--- config.mk ---
export PLATFORM = sky130hd
export DESIGN_NAME = execute_top
export DESIGN_NICKNAME = d
export VERILOG_FILES = /design/src/rtl/y86_pkg.sv /design/src/rtl/pipe_reg.sv /design/src/rtl/alu_path.sv /design/src/rtl/cond_unit.sv /design/src/rtl/execute_stage.sv /design/src/rtl/execute_top.sv
export SDC_FILE = /design/constraint.sdc
export NUM_CORES = 1
export LEC_CHECK = 0
export BUFFER_PORTS_ARGS = -buffer_cell sky130_fd_sc_hd__buf_2
export CAP_MARGIN = 25
export CORE_AREA = 10 10 256 258
export CTS_CLUSTER_DIAMETER = 100
export DETAILED_ROUTE_END_ITERATION = 8
export DIE_AREA = 0 0 266 268
export PLACE_DENSITY = 0.67
export SLEW_MARGIN = 10
export SYNTH_ARGS = -nofsm -noshare
export SYNTH_HDL_FRONTEND = slang
export SYNTH_SLANG_ARGS = --single-unit
--- constraint.sdc ---
create_clock -name clk_i -period 7.4 [get_ports clk_i]
set_input_delay 1.48 -clock clk_i [delete_from_list [all_inputs] [get_ports clk_i]]
set_output_delay 1.48 -clock clk_i [all_outputs]
set_load 0.02 [all_outputs]
--- src/rtl/y86_pkg.sv ---
package y86_pkg;

    localparam logic [3:0] IHALT   = 4'h0;
    localparam logic [3:0] INOP    = 4'h1;
    localparam logic [3:0] IRRMOVQ = 4'h2; // also the cmovXX family.
    localparam logic [3:0] IIRMOVQ = 4'h3;
    localparam logic [3:0] IRMMOVQ = 4'h4;
    localparam logic [3:0] IMRMOVQ = 4'h5;
    localparam logic [3:0] IOPQ    = 4'h6;
    localparam logic [3:0] IJXX    = 4'h7;
    localparam logic [3:0] ICALL   = 4'h8;
    localparam logic [3:0] IRET    = 4'h9;
    localparam logic [3:0] IPUSHQ  = 4'hA;
    localparam logic [3:0] IPOPQ   = 4'hB;

    localparam logic [3:0] ALUADD = 4'h0;
    localparam logic [3:0] ALUSUB = 4'h1;
    localparam logic [3:0] ALUAND = 4'h2;
    localparam logic [3:0] ALUXOR = 4'h3;

    localparam logic [3:0] C_YES = 4'h0;
    localparam logic [3:0] C_LE  = 4'h1;
    localparam logic [3:0] C_L   = 4'h2;
    localparam logic [3:0] C_E   = 4'h3;
    localparam logic [3:0] C_NE  = 4'h4;
    localparam logic [3:0] C_GE  = 4'h5;
    localparam logic [3:0] C_G   = 4'h6;

    localparam logic [2:0] SAOK = 3'd1;
    localparam logic [2:0] SHLT = 3'd2;
    localparam logic [2:0] SADR = 3'd3;
    localparam logic [2:0] SINS = 3'd4;

    localparam logic [3:0] RNONE = 4'hF;

    localparam logic [2:0] CC_RESET = 3'b100; // {zf, sf, of}.

    typedef struct packed {
        logic [2:0]  stat;
        logic [3:0]  icode;
        logic [3:0]  ifun;
        logic [3:0]  dstE;
        logic [63:0] valA;
        logic [63:0] valB;
        logic [63:0] valC;
    } e_payload_t;

    typedef struct packed {
        logic [2:0]  stat;
        logic [3:0]  icode;
        logic        cnd;
        logic [63:0] valE;
        logic [63:0] valA;
        logic [3:0]  dstE;
    } m_payload_t;

    localparam e_payload_t E_BUBBLE = '{stat: SAOK, icode: INOP, ifun: 4'h0, dstE: RNONE,
                                        valA: 64'h0, valB: 64'h0, valC: 64'h0};
    localparam m_payload_t M_BUBBLE = '{stat: SAOK, icode: INOP, cnd: 1'b0, valE: 64'h0,
                                        valA: 64'h0, dstE: RNONE};

endpackage

--- src/rtl/pipe_reg.sv ---
`timescale 1ns/100ps

module pipe_reg #(
    parameter type      payload_t = logic [63:0],
    parameter payload_t BUBBLE    = payload_t'('0)
) (
    input  logic     clk_i,
    input  logic     rst_n_i,
    input  logic     stall_i,
    input  logic     bubble_i,
    input  payload_t d_i,
    output payload_t q_o
);

    payload_t q_r;

    // bubble wins over stall, so a squashed slot never keeps a stale instruction.
    always_ff @(posedge clk_i) begin
        if (!rst_n_i || bubble_i) begin
            q_r <= BUBBLE;
        end else if (!stall_i) begin
            q_r <= d_i;
        end
    end

    assign q_o = q_r;

endmodule

--- src/rtl/alu_path.sv ---
`timescale 1ns/100ps

module alu_path import y86_pkg::*; (
    input  logic        [3:0]  icode_i,
    input  logic        [3:0]  ifun_i,
    input  logic signed [63:0] valA_i,
    input  logic signed [63:0] valB_i,
    input  logic signed [63:0] valC_i,
    output logic        [63:0] valE_o,
    output logic               new_zf_o,
    output logic               new_sf_o,
    output logic               new_of_o
);

    logic signed [63:0] alu_a;
    logic signed [63:0] alu_b;
    logic        [3:0]  alu_fun;
    logic signed [63:0] result;

    always_comb begin
        case (icode_i)
            IRRMOVQ, IOPQ:            alu_a = valA_i;
            IIRMOVQ, IRMMOVQ, IMRMOVQ: alu_a = valC_i; // displacement or immediate.
            ICALL, IPUSHQ:            alu_a = -64'sd8;
            IRET, IPOPQ:              alu_a = 64'sd8;
            default:                  alu_a = 64'sd0;
        endcase
    end

    always_comb begin
        case (icode_i)
            IRMMOVQ, IMRMOVQ, IOPQ, ICALL, IPUSHQ, IRET, IPOPQ: alu_b = valB_i;
            default:                                            alu_b = 64'sd0;
        endcase
    end

    assign alu_fun = (icode_i == IOPQ) ? ifun_i : ALUADD;

    always_comb begin
        case (alu_fun)
            ALUSUB:  result = alu_b - alu_a;
            ALUAND:  result = alu_b & alu_a;
            ALUXOR:  result = alu_b ^ alu_a;
            default: result = alu_b + alu_a;
        endcase
    end

    // overflow means the operand signs allowed it and the result sign disagrees.
    always_comb begin
        case (alu_fun)
            ALUSUB:         new_of_o = (alu_a[63] != alu_b[63]) && (result[63] != alu_b[63]);
            ALUAND, ALUXOR: new_of_o = 1'b0;
            default:        new_of_o = (alu_a[63] == alu_b[63]) && (result[63] != alu_a[63]);
        endcase
    end

    assign new_zf_o = (result == 64'sd0);
    assign new_sf_o = result[63];
    assign valE_o   = result;

endmodule

--- src/rtl/cond_unit.sv ---
`timescale 1ns/100ps

module cond_unit import y86_pkg::*; (
    input  logic       clk_i,
    input  logic       rst_n_i,
    input  logic       stall_i,
    input  logic [3:0] icode_i,
    input  logic [3:0] ifun_i,
    input  logic       new_zf_i,
    input  logic       new_sf_i,
    input  logic       new_of_i,
    input  logic [2:0] m_stat_i,
    input  logic [2:0] W_stat_i,
    output logic       cnd_o
);

    logic [2:0] cc_q; // {zf, sf, of}.
    logic       set_cc;
    logic       zf;
    logic       sf;
    logic       of;

    // an exception further down the pipe must not leave its mark on the flags.
    assign set_cc = (icode_i == IOPQ) && !stall_i
                    && (m_stat_i == SAOK) && (W_stat_i == SAOK);

    always_ff @(posedge clk_i) begin
        if (!rst_n_i) begin
            cc_q <= CC_RESET;
        end else if (set_cc) begin
            cc_q <= {new_zf_i, new_sf_i, new_of_i};
        end
    end

    assign zf = cc_q[2];
    assign sf = cc_q[1];
    assign of = cc_q[0];

    always_comb begin
        case (ifun_i)
            C_YES:   cnd_o = 1'b1;
            C_LE:    cnd_o = (sf ^ of) | zf;
            C_L:     cnd_o = sf ^ of;
            C_E:     cnd_o = zf;
            C_NE:    cnd_o = !zf;
            C_GE:    cnd_o = !(sf ^ of);
            C_G:     cnd_o = !(sf ^ of) && !zf;
            default: cnd_o = 1'b0;
        endcase
    end

endmodule

--- src/rtl/execute_stage.sv ---
`timescale 1ns/100ps

module execute_stage import y86_pkg::*; (
    input  logic               clk_i,
    input  logic               rst_n_i,
    input  logic               stall_i,
    input  logic        [2:0]  stat_i,
    input  logic        [3:0]  icode_i,
    input  logic        [3:0]  ifun_i,
    input  logic        [3:0]  dstE_i,
    input  logic signed [63:0] valA_i,
    input  logic signed [63:0] valB_i,
    input  logic signed [63:0] valC_i,
    input  logic        [2:0]  m_stat_i,
    input  logic        [2:0]  W_stat_i,
    output logic        [63:0] valE_o,
    output logic        [3:0]  dstE_o,
    output logic               cnd_o,
    output logic        [2:0]  stat_o
);

    logic new_zf;
    logic new_sf;
    logic new_of;

    alu_path u_alu (
        .icode_i  (icode_i),
        .ifun_i   (ifun_i),
        .valA_i   (valA_i),
        .valB_i   (valB_i),
        .valC_i   (valC_i),
        .valE_o   (valE_o),
        .new_zf_o (new_zf),
        .new_sf_o (new_sf),
        .new_of_o (new_of)
    );

    cond_unit u_cc (
        .clk_i    (clk_i),
        .rst_n_i  (rst_n_i),
        .stall_i  (stall_i),
        .icode_i  (icode_i),
        .ifun_i   (ifun_i),
        .new_zf_i (new_zf),
        .new_sf_i (new_sf),
        .new_of_i (new_of),
        .m_stat_i (m_stat_i),
        .W_stat_i (W_stat_i),
        .cnd_o    (cnd_o)
    );

    // a cmov whose condition fails still flows on, it just writes nothing.
    assign dstE_o = ((icode_i == IRRMOVQ) && !cnd_o) ? RNONE : dstE_i;
    assign stat_o = stat_i;

endmodule

--- src/rtl/execute_top.sv ---
`timescale 1ns/100ps

module execute_top import y86_pkg::*; (
    input  logic        clk_i,
    input  logic        rst_n_i,
    input  logic        stall_i,
    input  logic        bubble_i,
    input  logic [2:0]  d_stat_i,
    input  logic [3:0]  d_icode_i,
    input  logic [3:0]  d_ifun_i,
    input  logic [3:0]  d_dstE_i,
    input  logic [63:0] d_valA_i,
    input  logic [63:0] d_valB_i,
    input  logic [63:0] d_valC_i,
    input  logic [2:0]  m_stat_i,
    input  logic [2:0]  W_stat_i,
    output logic [63:0] e_valE_o,
    output logic [3:0]  e_dstE_o,
    output logic [2:0]  m_stat_o,
    output logic [3:0]  m_icode_o,
    output logic        m_cnd_o,
    output logic [63:0] m_valE_o,
    output logic [63:0] m_valA_o,
    output logic [3:0]  m_dstE_o
);

    e_payload_t e_d;
    e_payload_t e_q;
    m_payload_t m_d;
    m_payload_t m_q;
    logic       e_cnd;
    logic [2:0] e_stat;

    assign e_d = '{stat: d_stat_i, icode: d_icode_i, ifun: d_ifun_i, dstE: d_dstE_i,
                   valA: d_valA_i, valB: d_valB_i, valC: d_valC_i};

    pipe_reg #(.payload_t(e_payload_t), .BUBBLE(E_BUBBLE)) u_ereg (
        .clk_i    (clk_i),
        .rst_n_i  (rst_n_i),
        .stall_i  (stall_i),
        .bubble_i (bubble_i),
        .d_i      (e_d),
        .q_o      (e_q)
    );

    execute_stage u_stage (
        .clk_i    (clk_i),
        .rst_n_i  (rst_n_i),
        .stall_i  (stall_i),
        .stat_i   (e_q.stat),
        .icode_i  (e_q.icode),
        .ifun_i   (e_q.ifun),
        .dstE_i   (e_q.dstE),
        .valA_i   (e_q.valA),
        .valB_i   (e_q.valB),
        .valC_i   (e_q.valC),
        .m_stat_i (m_stat_i),
        .W_stat_i (W_stat_i),
        .valE_o   (e_valE_o),
        .dstE_o   (e_dstE_o),
        .cnd_o    (e_cnd),
        .stat_o   (e_stat)
    );

    assign m_d = '{stat: e_stat, icode: e_q.icode, cnd: e_cnd, valE: e_valE_o,
                   valA: e_q.valA, dstE: e_dstE_o};

    // a held E instruction must reach M only once, so stall inserts a bubble here.
    pipe_reg #(.payload_t(m_payload_t), .BUBBLE(M_BUBBLE)) u_mreg (
        .clk_i    (clk_i),
        .rst_n_i  (rst_n_i),
        .stall_i  (1'b0),
        .bubble_i (stall_i),
        .d_i      (m_d),
        .q_o      (m_q)
    );

    assign m_stat_o  = m_q.stat;
    assign m_icode_o = m_q.icode;
    assign m_cnd_o   = m_q.cnd;
    assign m_valE_o  = m_q.valE;
    assign m_valA_o  = m_q.valA;
    assign m_dstE_o  = m_q.dstE;

endmodule

==> results of run 1 <==
-- cell type report --
type                       count  area share
clock inverter                17     0.00924
antenna                        4    0.000349
sequential                   350       0.244
tap                          782      0.0341
timing repair buffer         808       0.183
inverter                      54     0.00723
multi-input combinational   1909       0.483
clock buffer                  54      0.0388
-- state kept, by name, indices dropped and copies added, names as in the netlist --
name / cells
u_ereg.q_o: 207
u_mreg.q_o: 140
u_stage.u_cc.cc_q: 3
-- cells in the final DEF, fill, tap and decap left out, types with 16 or more instances in the layout --
master     instances
ha_1             123
nand4_1           24
o21ai_0          106
buf_2            411
mux2i_1          247
a211oi_1          16
nor2_1           313
xnor2_1           73
buf_6             22
buf_4            364
clkbuf_16         41
nand2_1          163
and2_1           188
a31oi_1           16
dfxtp_1          345
a21oi_1           87
a22oi_1           23
o21ai_1           20
inv_1             49
nand3_1           25
nor3_1            29
xor2_1            38
nand2b_1          18
a21oi_2           24
a21o_1            27
-- how the worst max path moves through the flow --
stage	slack, ns	cells past startpoint	start	to
after floorplan	0.07	29	u_ereg.q_o[203]	e_valE_o[63]
after global placement	-0.18	28	u_ereg.q_o[200]	e_valE_o[63]
after detailed placement	-0.22	28	u_ereg.q_o[200]	e_valE_o[63]
after CTS	-0.49	28	u_ereg.q_o[200]	e_valE_o[63]
after global routing	-0.77	28	u_ereg.q_o[200]	e_valE_o[63]
final	-0.58	28	u_ereg.q_o[201]	e_valE_o[63]
-- cell families (layout without fill, tap and decap cells) --
kind of cell,Yosys count,in the layout,synth area share
fa+ha+maj,126,126,0.0756
other cells,0,4,0
flops,350,350,0.335
buf+inv,222,933,0.0442
simple gates,915,917,0.219
compound gates,491,491,0.152
mux,262,262,0.126
xor+xnor,113,113,0.0480
-- per-layer routing --
metal  vias to the layer above  GRT usage
met5                         -          0
met4                        10     0.0840
met3                       163     0.0389
met2                       615      0.425
met1                      9907      0.257
li1                      10092          -
-- worst register-to-register path, delay by kind of cell (launching register included) --
family	cells	cell delay, ns
AO/OA/AOI/OAI	6	0.94
XOR/XNOR	1	0.15
AND/OR/NAND/NOR	18	4.12
adder cells (fa/ha/maj)	1	0.39
flip-flops	1	0.37
buffers and inverters	7	0.92
-- where the power goes --
part | internal (mW) | switching (mW)
Sequential | 1.97 | 0.0400
Clock | 1.24 | 0.852
Combinational | 0.969 | 1.28
Total | 4.18 | 2.17
-- what timing repair did --
item | in CTS | in global routing
setup endpoints to repair | 30 | 45
pin swaps | 36 | 29
gates cloned | 1 | 3
setup buffers | 41 | 25
resized for setup | 120 | 101
==> results.ini, run 1 <==
[setup_path]
setup.worst_path.start_class = flip-flop
cp.arrival_ns = 6.50
end_kind = output pin
reg2reg_depth = 33
cpPeakStageDelay_ns = 0.48
path_class = flip-flop to output pin
cp.required_ns = 5.92
r2r_start = u_ereg.q_o[201]
path_buf_inv = 4
cpMostUsedCell = a21o_1
crit_fanout = 7
crit_family = simple AND/OR/NAND/NOR gates
worst_path_max_delay_cell = or4_4
reg2reg_slack_ns = 0.44
r2r-end = u_stage.u_cc.cc_q[2]

[yosys]
synth_nets = 2822
netlist_instances = 2479
synth_common_cells = dfxtp_1, nor2_1, mux2i_1
synth_area_leaders = dfxtp_1, mux2i_1, ha_1
ys_seq_area_frac = 0.335
ys_ff_latch = 350
synth-async-reset-ratio = 0
yosysWarnings = 0
yosysTopAreaCellShare = 0.335
syn_area_um2 = 20900
ys.flop_type = dfxtp_1
yosys.area.top_type = dfxtp_1
synth.most_common_cell = dfxtp_1
synth_edf_count = 0
avgSynthCellArea_um2 = 8.45
yosysUniqueCellTypes = 90

[final_layout]
final_cells = 3978
multiInputGateArea_um2 = 13900
fin_util = 0.478
seq_area_um2 = 7020
nNetsFinal = 3506
fillCellCount = 5893
drive_gt1_frac = 0.332
design_area_um2 = 28700
area.growth.synth_to_final_pct = 37.1

[timing]
fmax_mhz = 125
worst_pin_slew_ns = 1.15
clock_skew_ns = 0.0414
rsz0062_at_grt = true
finalSetupTns_ns = -4.60
setup_violations = 17
post-route-period-util = 1.08
fin_ws_ns = -0.579
fin_crit_ns = 7.98
hold_viol = 0
slew-limit-headroom = 0.233
finalHoldWorstSlack_ns = 0.457
final-max-slew-violation-count = 0

[die]
die_h_um = 268
start_util = 0.348
ios = 425
core_area_um2 = 60100
dieArea_um2 = 71300
floorplan.rows = 90
die_w_um = 266

[worst_hold_path]
whs_path_depth = 1
min_from = u_ereg.q_o[204]
holdPathEnd = u_mreg.q_o[137]
min_path_type = flip-flop to flip-flop

[clock_tree]
clock-root-buffer = clkbuf_16
cts.sinks = 350
clkTransAtPathRegs_ns = 0.06
cts_max_path_buffers = 3
cts_buffers = 40
clkLatencyLatePin_ns = 0.60
ctsHtreeMaxLevel = 2
holdBufCountCts = 0
cts_tree = built

[grt]
grt_overflow = 0
grt_usage = 0.228
grt_pass1_wl_mm = 126
grt_pass1_vias = 20549
antenna_found_initial = 13
grt_max_degree = 135

[drt]
wirelength_mm = 85.5
drt_iter0_markers = 1419
wl_met3_mm = 4.60
dr_total_vias = 20787
first_pass_iters = 5
wl_met1_mm = 33.3
dr.max_layer_used = met5
wl_per_cell_um = 21.5
ant_nets = 0
avgViaCountPerCell = 5.23
drcViolationCount = 0
wl_met2_mm = 44.2

[placement]
dp.cells = 3837
place.gp.congestion = 0.956
hpwlAfterDp_mm = 66.4
pre_cts_ws_ns = -0.225
numPortBuffers = 424
placed_area_um2 = 25900

[power_and_ir_drop]
power_density_nw_per_um2 = 221
leakage_nw = 13.8
p_total_mw = 6.35
vdd_drop_max_mv = 0.185

[status]
status = finished, violations left
violations = setup timing

[job]
cap_violations = 0

Note: power is estimated with default switching activity, not from simulation.
==> inputs of run 2 (changes only) <==
Settings changed: PLACE_DENSITY 0.67 to 0.65.
Clock period 7.4 ns to 7.84 ns, I/O delays scaled along.
==> results.ini, run 2 (synthesis gave the netlist of run 1 again) <==
[drt]
drt_iter0_markers = 1335
drcViolationCount = 0
wl_per_cell_um = 21.6
wirelength_mm = 83.4
ant_nets = 0
dr_total_vias = 20228
first_pass_iters = 5
avgViaCountPerCell = 5.25

[grt]
grt_usage = 0.222
grt_pass1_wl_mm = 123
grt_pass1_vias = 20198
antenna_found_initial = 13
grt_overflow = 0
grt_max_degree = 88

[setup_path]
setup.worst_path.start_class = flip-flop
path_class = flip-flop to output pin
cp.required_ns = 6.27
crit_fanout = 7
cp.arrival_ns = 6.47
end_kind = output pin

[timing]
setup_violations = 2
slew-limit-headroom = 0.306
post-route-period-util = 1.02
worst_pin_slew_ns = 1.04
clock_skew_ns = 0.0264
hold_viol = 0
finalSetupTns_ns = -0.201
finalHoldWorstSlack_ns = 0.436
rsz0062_at_grt = true
fin_ws_ns = -0.196
fmax_mhz = 124
fin_crit_ns = 8.04
final-max-slew-violation-count = 0

[final_layout]
layout_commonest_cell = buf_2
largest_reg_flops = 207
area.growth.synth_to_final_pct = 31.1
mostFrequentLayoutCells = buf_2, dfxtp_1, nor2_1
nNetsFinal = 3378
final_cells = 3855
drive_gt1_frac = 0.295

[clock_tree]
ctsHtreeMaxLevel = 2
clock-root-buffer = clkbuf_16
cts_tree = built
cts.sinks = 350
clkTransAtPathRegs_ns = 0.06
clkLatencyLatePin_ns = 0.59
cts_max_path_buffers = 3
cts_buffers = 42

[die]
die_w_um = 266
core_area_um2 = 60100
die_h_um = 268
dieArea_um2 = 71300
floorplan.rows = 90
ios = 425
start_util = 0.348

[job]
cap_violations = 0

[placement]
place.gp.congestion = 0.974
hpwlAfterDp_mm = 65.2
dp.cells = 3704
numPortBuffers = 424

[power_and_ir_drop]
leakage_nw = 13.1
combPwrFrac = 0.324
swShare = 0.343
p_switching_mw = 2.03
power_density_nw_per_um2 = 215
vdd_drop_max_mv = 0.193
pwr-share-seq = 0.320
p_int_mw = 3.88
pwr-share-clk = 0.355

[worst_hold_path]
min_path_type = flip-flop to flip-flop

[status]
status = finished, violations left
violations = setup timing

-- run 2: final timing paths --
kind | to | slack, ns | cells past startpoint | startpoint
worst max-delay path | e_valE_o[63] | -0.20 | 26 | u_ereg.q_o[202]
worst min-delay path | u_mreg.q_o[137] | 0.44 | 1 | u_ereg.q_o[204]
worst max register to register | u_stage.u_cc.cc_q[2] | 0.81 | 31 | u_ereg.q_o[200]
worst min register to register | u_mreg.q_o[137] | 0.44 | 1 | u_ereg.q_o[204]
-- run 2: layout make-up --
cell class / instances / area [um^2]
clock buffers: 52 / 1140
inverters: 54 / 213
clock inverters: 25 / 353
fillers: 6000 / 32700
well taps: 782 / 978
flip-flops and latches: 350 / 7020
diodes: 5 / 12.5
repair buffers: 678 / 4140
multi-input cells: 1909 / 13600
-- run 2: power by group through the flow --
stage | Sequential [mW] | Clock, mW | Combinational [mW]
6_report | 1.89 | 2.10 | 1.92
5_1_grt | 1.90 | 2.21 | 2.07
4_1_cts | 1.89 | 2.15 | 1.85
3_5_place_dp | 1.93 | 0 | 1.79
3_3_place_gp | 1.93 | 0 | 1.79
2_1_floorplan | 1.97 | 0 | 1.05
-- run 2: through the flow --
step | utilization | power (mW) | cell area (um^2) | setup WS (ns)
after floorplan | - | 3.02 | 20900 | 0.422
after global placement | 0.412 | 3.72 | 24800 | -0.0134
after detailed placement | 0.412 | 3.72 | 24800 | -0.0490
after CTS | 0.447 | 5.89 | 26900 | -0.184
after global routing | 0.456 | 6.18 | 27400 | -0.436
final | 0.456 | 5.91 | 27400 | -0.196
-- run 2: worst max-delay path: stages (launching register included) --
cell and delay (ns):
dfxtp_4 0.37, and3b_4 0.26, nor2_8 0.16, buf_6 0.11, o311a_4 0.20, inv_4 0.04
nor4_4 0.29, nand4_1 0.23, nor3b_4 0.28, nand4_1 0.18, or4_4 0.46, or4_4 0.47
nor2_4 0.12, and3_4 0.23, buf_6 0.11, a21oi_2 0.05, xnor2_1 0.12, ha_1 0.36
and2_4 0.19, and3_4 0.17, o211ai_1 0.17, nand3_2 0.16, a311oi_2 0.37, xor3_1 0.42
nor2_2 0.12, or2_4 0.14, buf_6 0.11
-- run 2: per-layer routing --
layer | share of wire | routed length (um) | global-route usage
met5 | 0.00058 | 48 | 0
met4 | 0.036 | 3020 | 0.0817
met3 | 0.059 | 4910 | 0.0408
met2 | 0.51 | 42900 | 0.413
met1 | 0.39 | 32500 | 0.249
-- run 2: repair_timing --
item	CTS	global route
resized for setup	67	87
hold buffers	0	0
endpoints found under the setup margin	14	28
pin swaps	38	59
gates cloned	3	0
buffers inserted	41	25
==> inputs of run 3 (changes only) <==
Settings changed: ABC_AREA set to 1, CORE_AREA 10 10 256 258 to 10 10 260 262, DIE_AREA 0 0 266 268 to 0 0 270 272.
==> results.ini, run 3 <==
[die]
core_area_um2 = 62500
ios = 425
start_util = 0.347
dieArea_um2 = 73400
floorplan.rows = 92
die_w_um = 270
die_h_um = 272

[clock_tree]
clkLatencyLatePin_ns = 0.57
cts_tree = built
cts.sinks = 350
cts_max_path_buffers = 3
ctsHtreeMaxLevel = 2
clkTransAtPathRegs_ns = 0.06
clock-root-buffer = clkbuf_16
cts_buffers = 39

[drt]
dr_total_vias = 23221
drcViolationCount = 0
ant_nets = 0
wl_per_cell_um = 19.9
wirelength_mm = 92.7
drt_iter0_markers = 1943
avgViaCountPerCell = 4.98
first_pass_iters = 5

[power_and_ir_drop]
pwr-share-seq = 0.337
combPwrFrac = 0.330
swShare = 0.376
power_density_nw_per_um2 = 216
vdd_drop_max_mv = 0.172
p_switching_mw = 2.11
leakage_nw = 13.5
p_int_mw = 3.51
p_total_mw = 5.62
pwr-share-clk = 0.333

[setup_path]
path_class = flip-flop to output pin
cp.required_ns = 6.27
worst_path_max_delay_cell = dfxtp_4
cpPeakStageDelay_ns = 0.39
crit_fanout = 14
reg2reg_slack_ns = 1.37
r2r-end = u_stage.u_cc.cc_q[2]
reg2reg_depth = 35
r2r_start = u_ereg.q_o[200]
end_kind = output pin
setup.worst_path.start_class = flip-flop
cp.arrival_ns = 6.01

[placement]
placed_area_um2 = 24600
numPortBuffers = 424
hpwlAfterDp_mm = 74.3
place.gp.congestion = 0.980

[yosys]
synth.most_common_cell = nand2_1
synth_common_cells = nand2_1, inv_1, nor2_1
yosysWarnings = 0
yosysUniqueCellTypes = 53
synth_edf_count = 0
synth-async-reset-ratio = 0
ys_ff_latch = 350
netlist_instances = 3431
syn_area_um2 = 21700
synth_nets = 3774
yosys.area.top_type = dfxtp_1
synth_area_leaders = dfxtp_1, nand2_1, inv_1
yosysTopAreaCellShare = 0.323
ys_seq_area_frac = 0.323
ys.flop_type = dfxtp_1
avgSynthCellArea_um2 = 6.32

[timing]
fmax_mhz = 132
final-max-slew-violation-count = 0
slew-limit-headroom = 0.326
post-route-period-util = 0.967
fin_crit_ns = 7.58
worst_pin_slew_ns = 1.01
finalHoldWorstSlack_ns = 0.442
setup_violations = 0
clock_skew_ns = 0.0225
hold_viol = 0
finalSetupTns_ns = 0

[worst_hold_path]
min_path_type = flip-flop to flip-flop
min_from = u_ereg.q_o[206]
whs_path_depth = 2
holdPathEnd = u_mreg.q_o[139]

[final_layout]
area.growth.synth_to_final_pct = 20.1
drive_gt1_frac = 0.153
design_area_um2 = 26000
layout_commonest_cell = nand2_1
largest_reg_flops = 207
nNetsFinal = 4133
mostFrequentLayoutCells = nand2_1, inv_1, buf_2

[grt]
grt_pass1_wl_mm = 136
grt_usage = 0.238
grt_max_degree = 190
antenna_found_initial = 9
grt_overflow = 0
grt_pass1_vias = 22127

[job]
cap_violations = 0

[status]
status = finished, final reports clean

run 3: metrics by stage:
step | util | worst slack [ns] | instances
floorplan | - | 2.18 | 3431
global placement | 0.393 | 0.579 | 4591
detailed placement | 0.393 | 0.548 | 4591
CTS | 0.414 | 0.0324 | 4658
global route | 0.417 | -0.0748 | 4665
finish | 0.417 | 0.261 | 4665
run 3: routing by layer:
layer  global-route usage  part of all wire  up-vias
met2                0.373              0.44      834
met3               0.0478             0.075      135
li1                     -                 -    11652
met4               0.0755             0.028       10
met1                0.323              0.46    10590
met5                    0           0.00065        -
run 3: how the worst max path moves through the flow:
stage	startpoint	to	slack [ns]	cells after the start
floorplan	u_ereg.q_o[200]	e_valE_o[63]	2.18	33
global placement	u_ereg.q_o[203]	e_valE_o[51]	0.58	28
detailed placement	u_ereg.q_o[203]	e_valE_o[51]	0.55	28
CTS	u_ereg.q_o[203]	e_valE_o[51]	0.03	29
global route	u_ereg.q_o[200]	e_valE_o[51]	-0.07	31
finish	u_ereg.q_o[200]	e_valE_o[63]	0.26	34
run 3: final cells by class:
cell class,count,area (um^2)
diodes,3,7.51
multi-input cells,2439,12400
clock inverters,14,178
fillers,6841,36500
repair buffers,448,2340
inverters,512,1920
well taps,846,1060
clock buffers,53,1110
flip-flops and latches,350,7020
run 3: power by group through the flow:
stage	logic (mW)	registers, mW	clock network (mW)
after floorplan	1.12	1.98	0
after global placement	1.81	1.93	0
after detailed placement	1.81	1.93	0
after CTS	1.82	1.89	1.91
after global routing	2.03	1.90	1.98
final	1.86	1.89	1.87
run 3: kinds of logic after synthesis:
kind of cell | after synthesis | share of synthesized area
fa+ha+maj | 126 | 0.0730
flops | 350 | 0.323
xor+xnor | 61 | 0.0246
compound gates | 656 | 0.166
buf+inv | 644 | 0.113
simple gates | 1594 | 0.300
run 3: repair_timing:
action                     in CTS  in global routing
pin swaps                       0                  8
hold buffers                    0                  0
gates cloned                    0                  2
buffers inserted                0                  2
gates resized for setup         1                 31
setup endpoints to repair       1                 19
run 3: critical path: cells and delay by family, from the launching register on:
family	cells	cell delay, ns
compound gates	6	1.06
fa+ha+maj	2	0.54
buf+inv	7	0.78
flops	1	0.39
simple gates	19	2.64
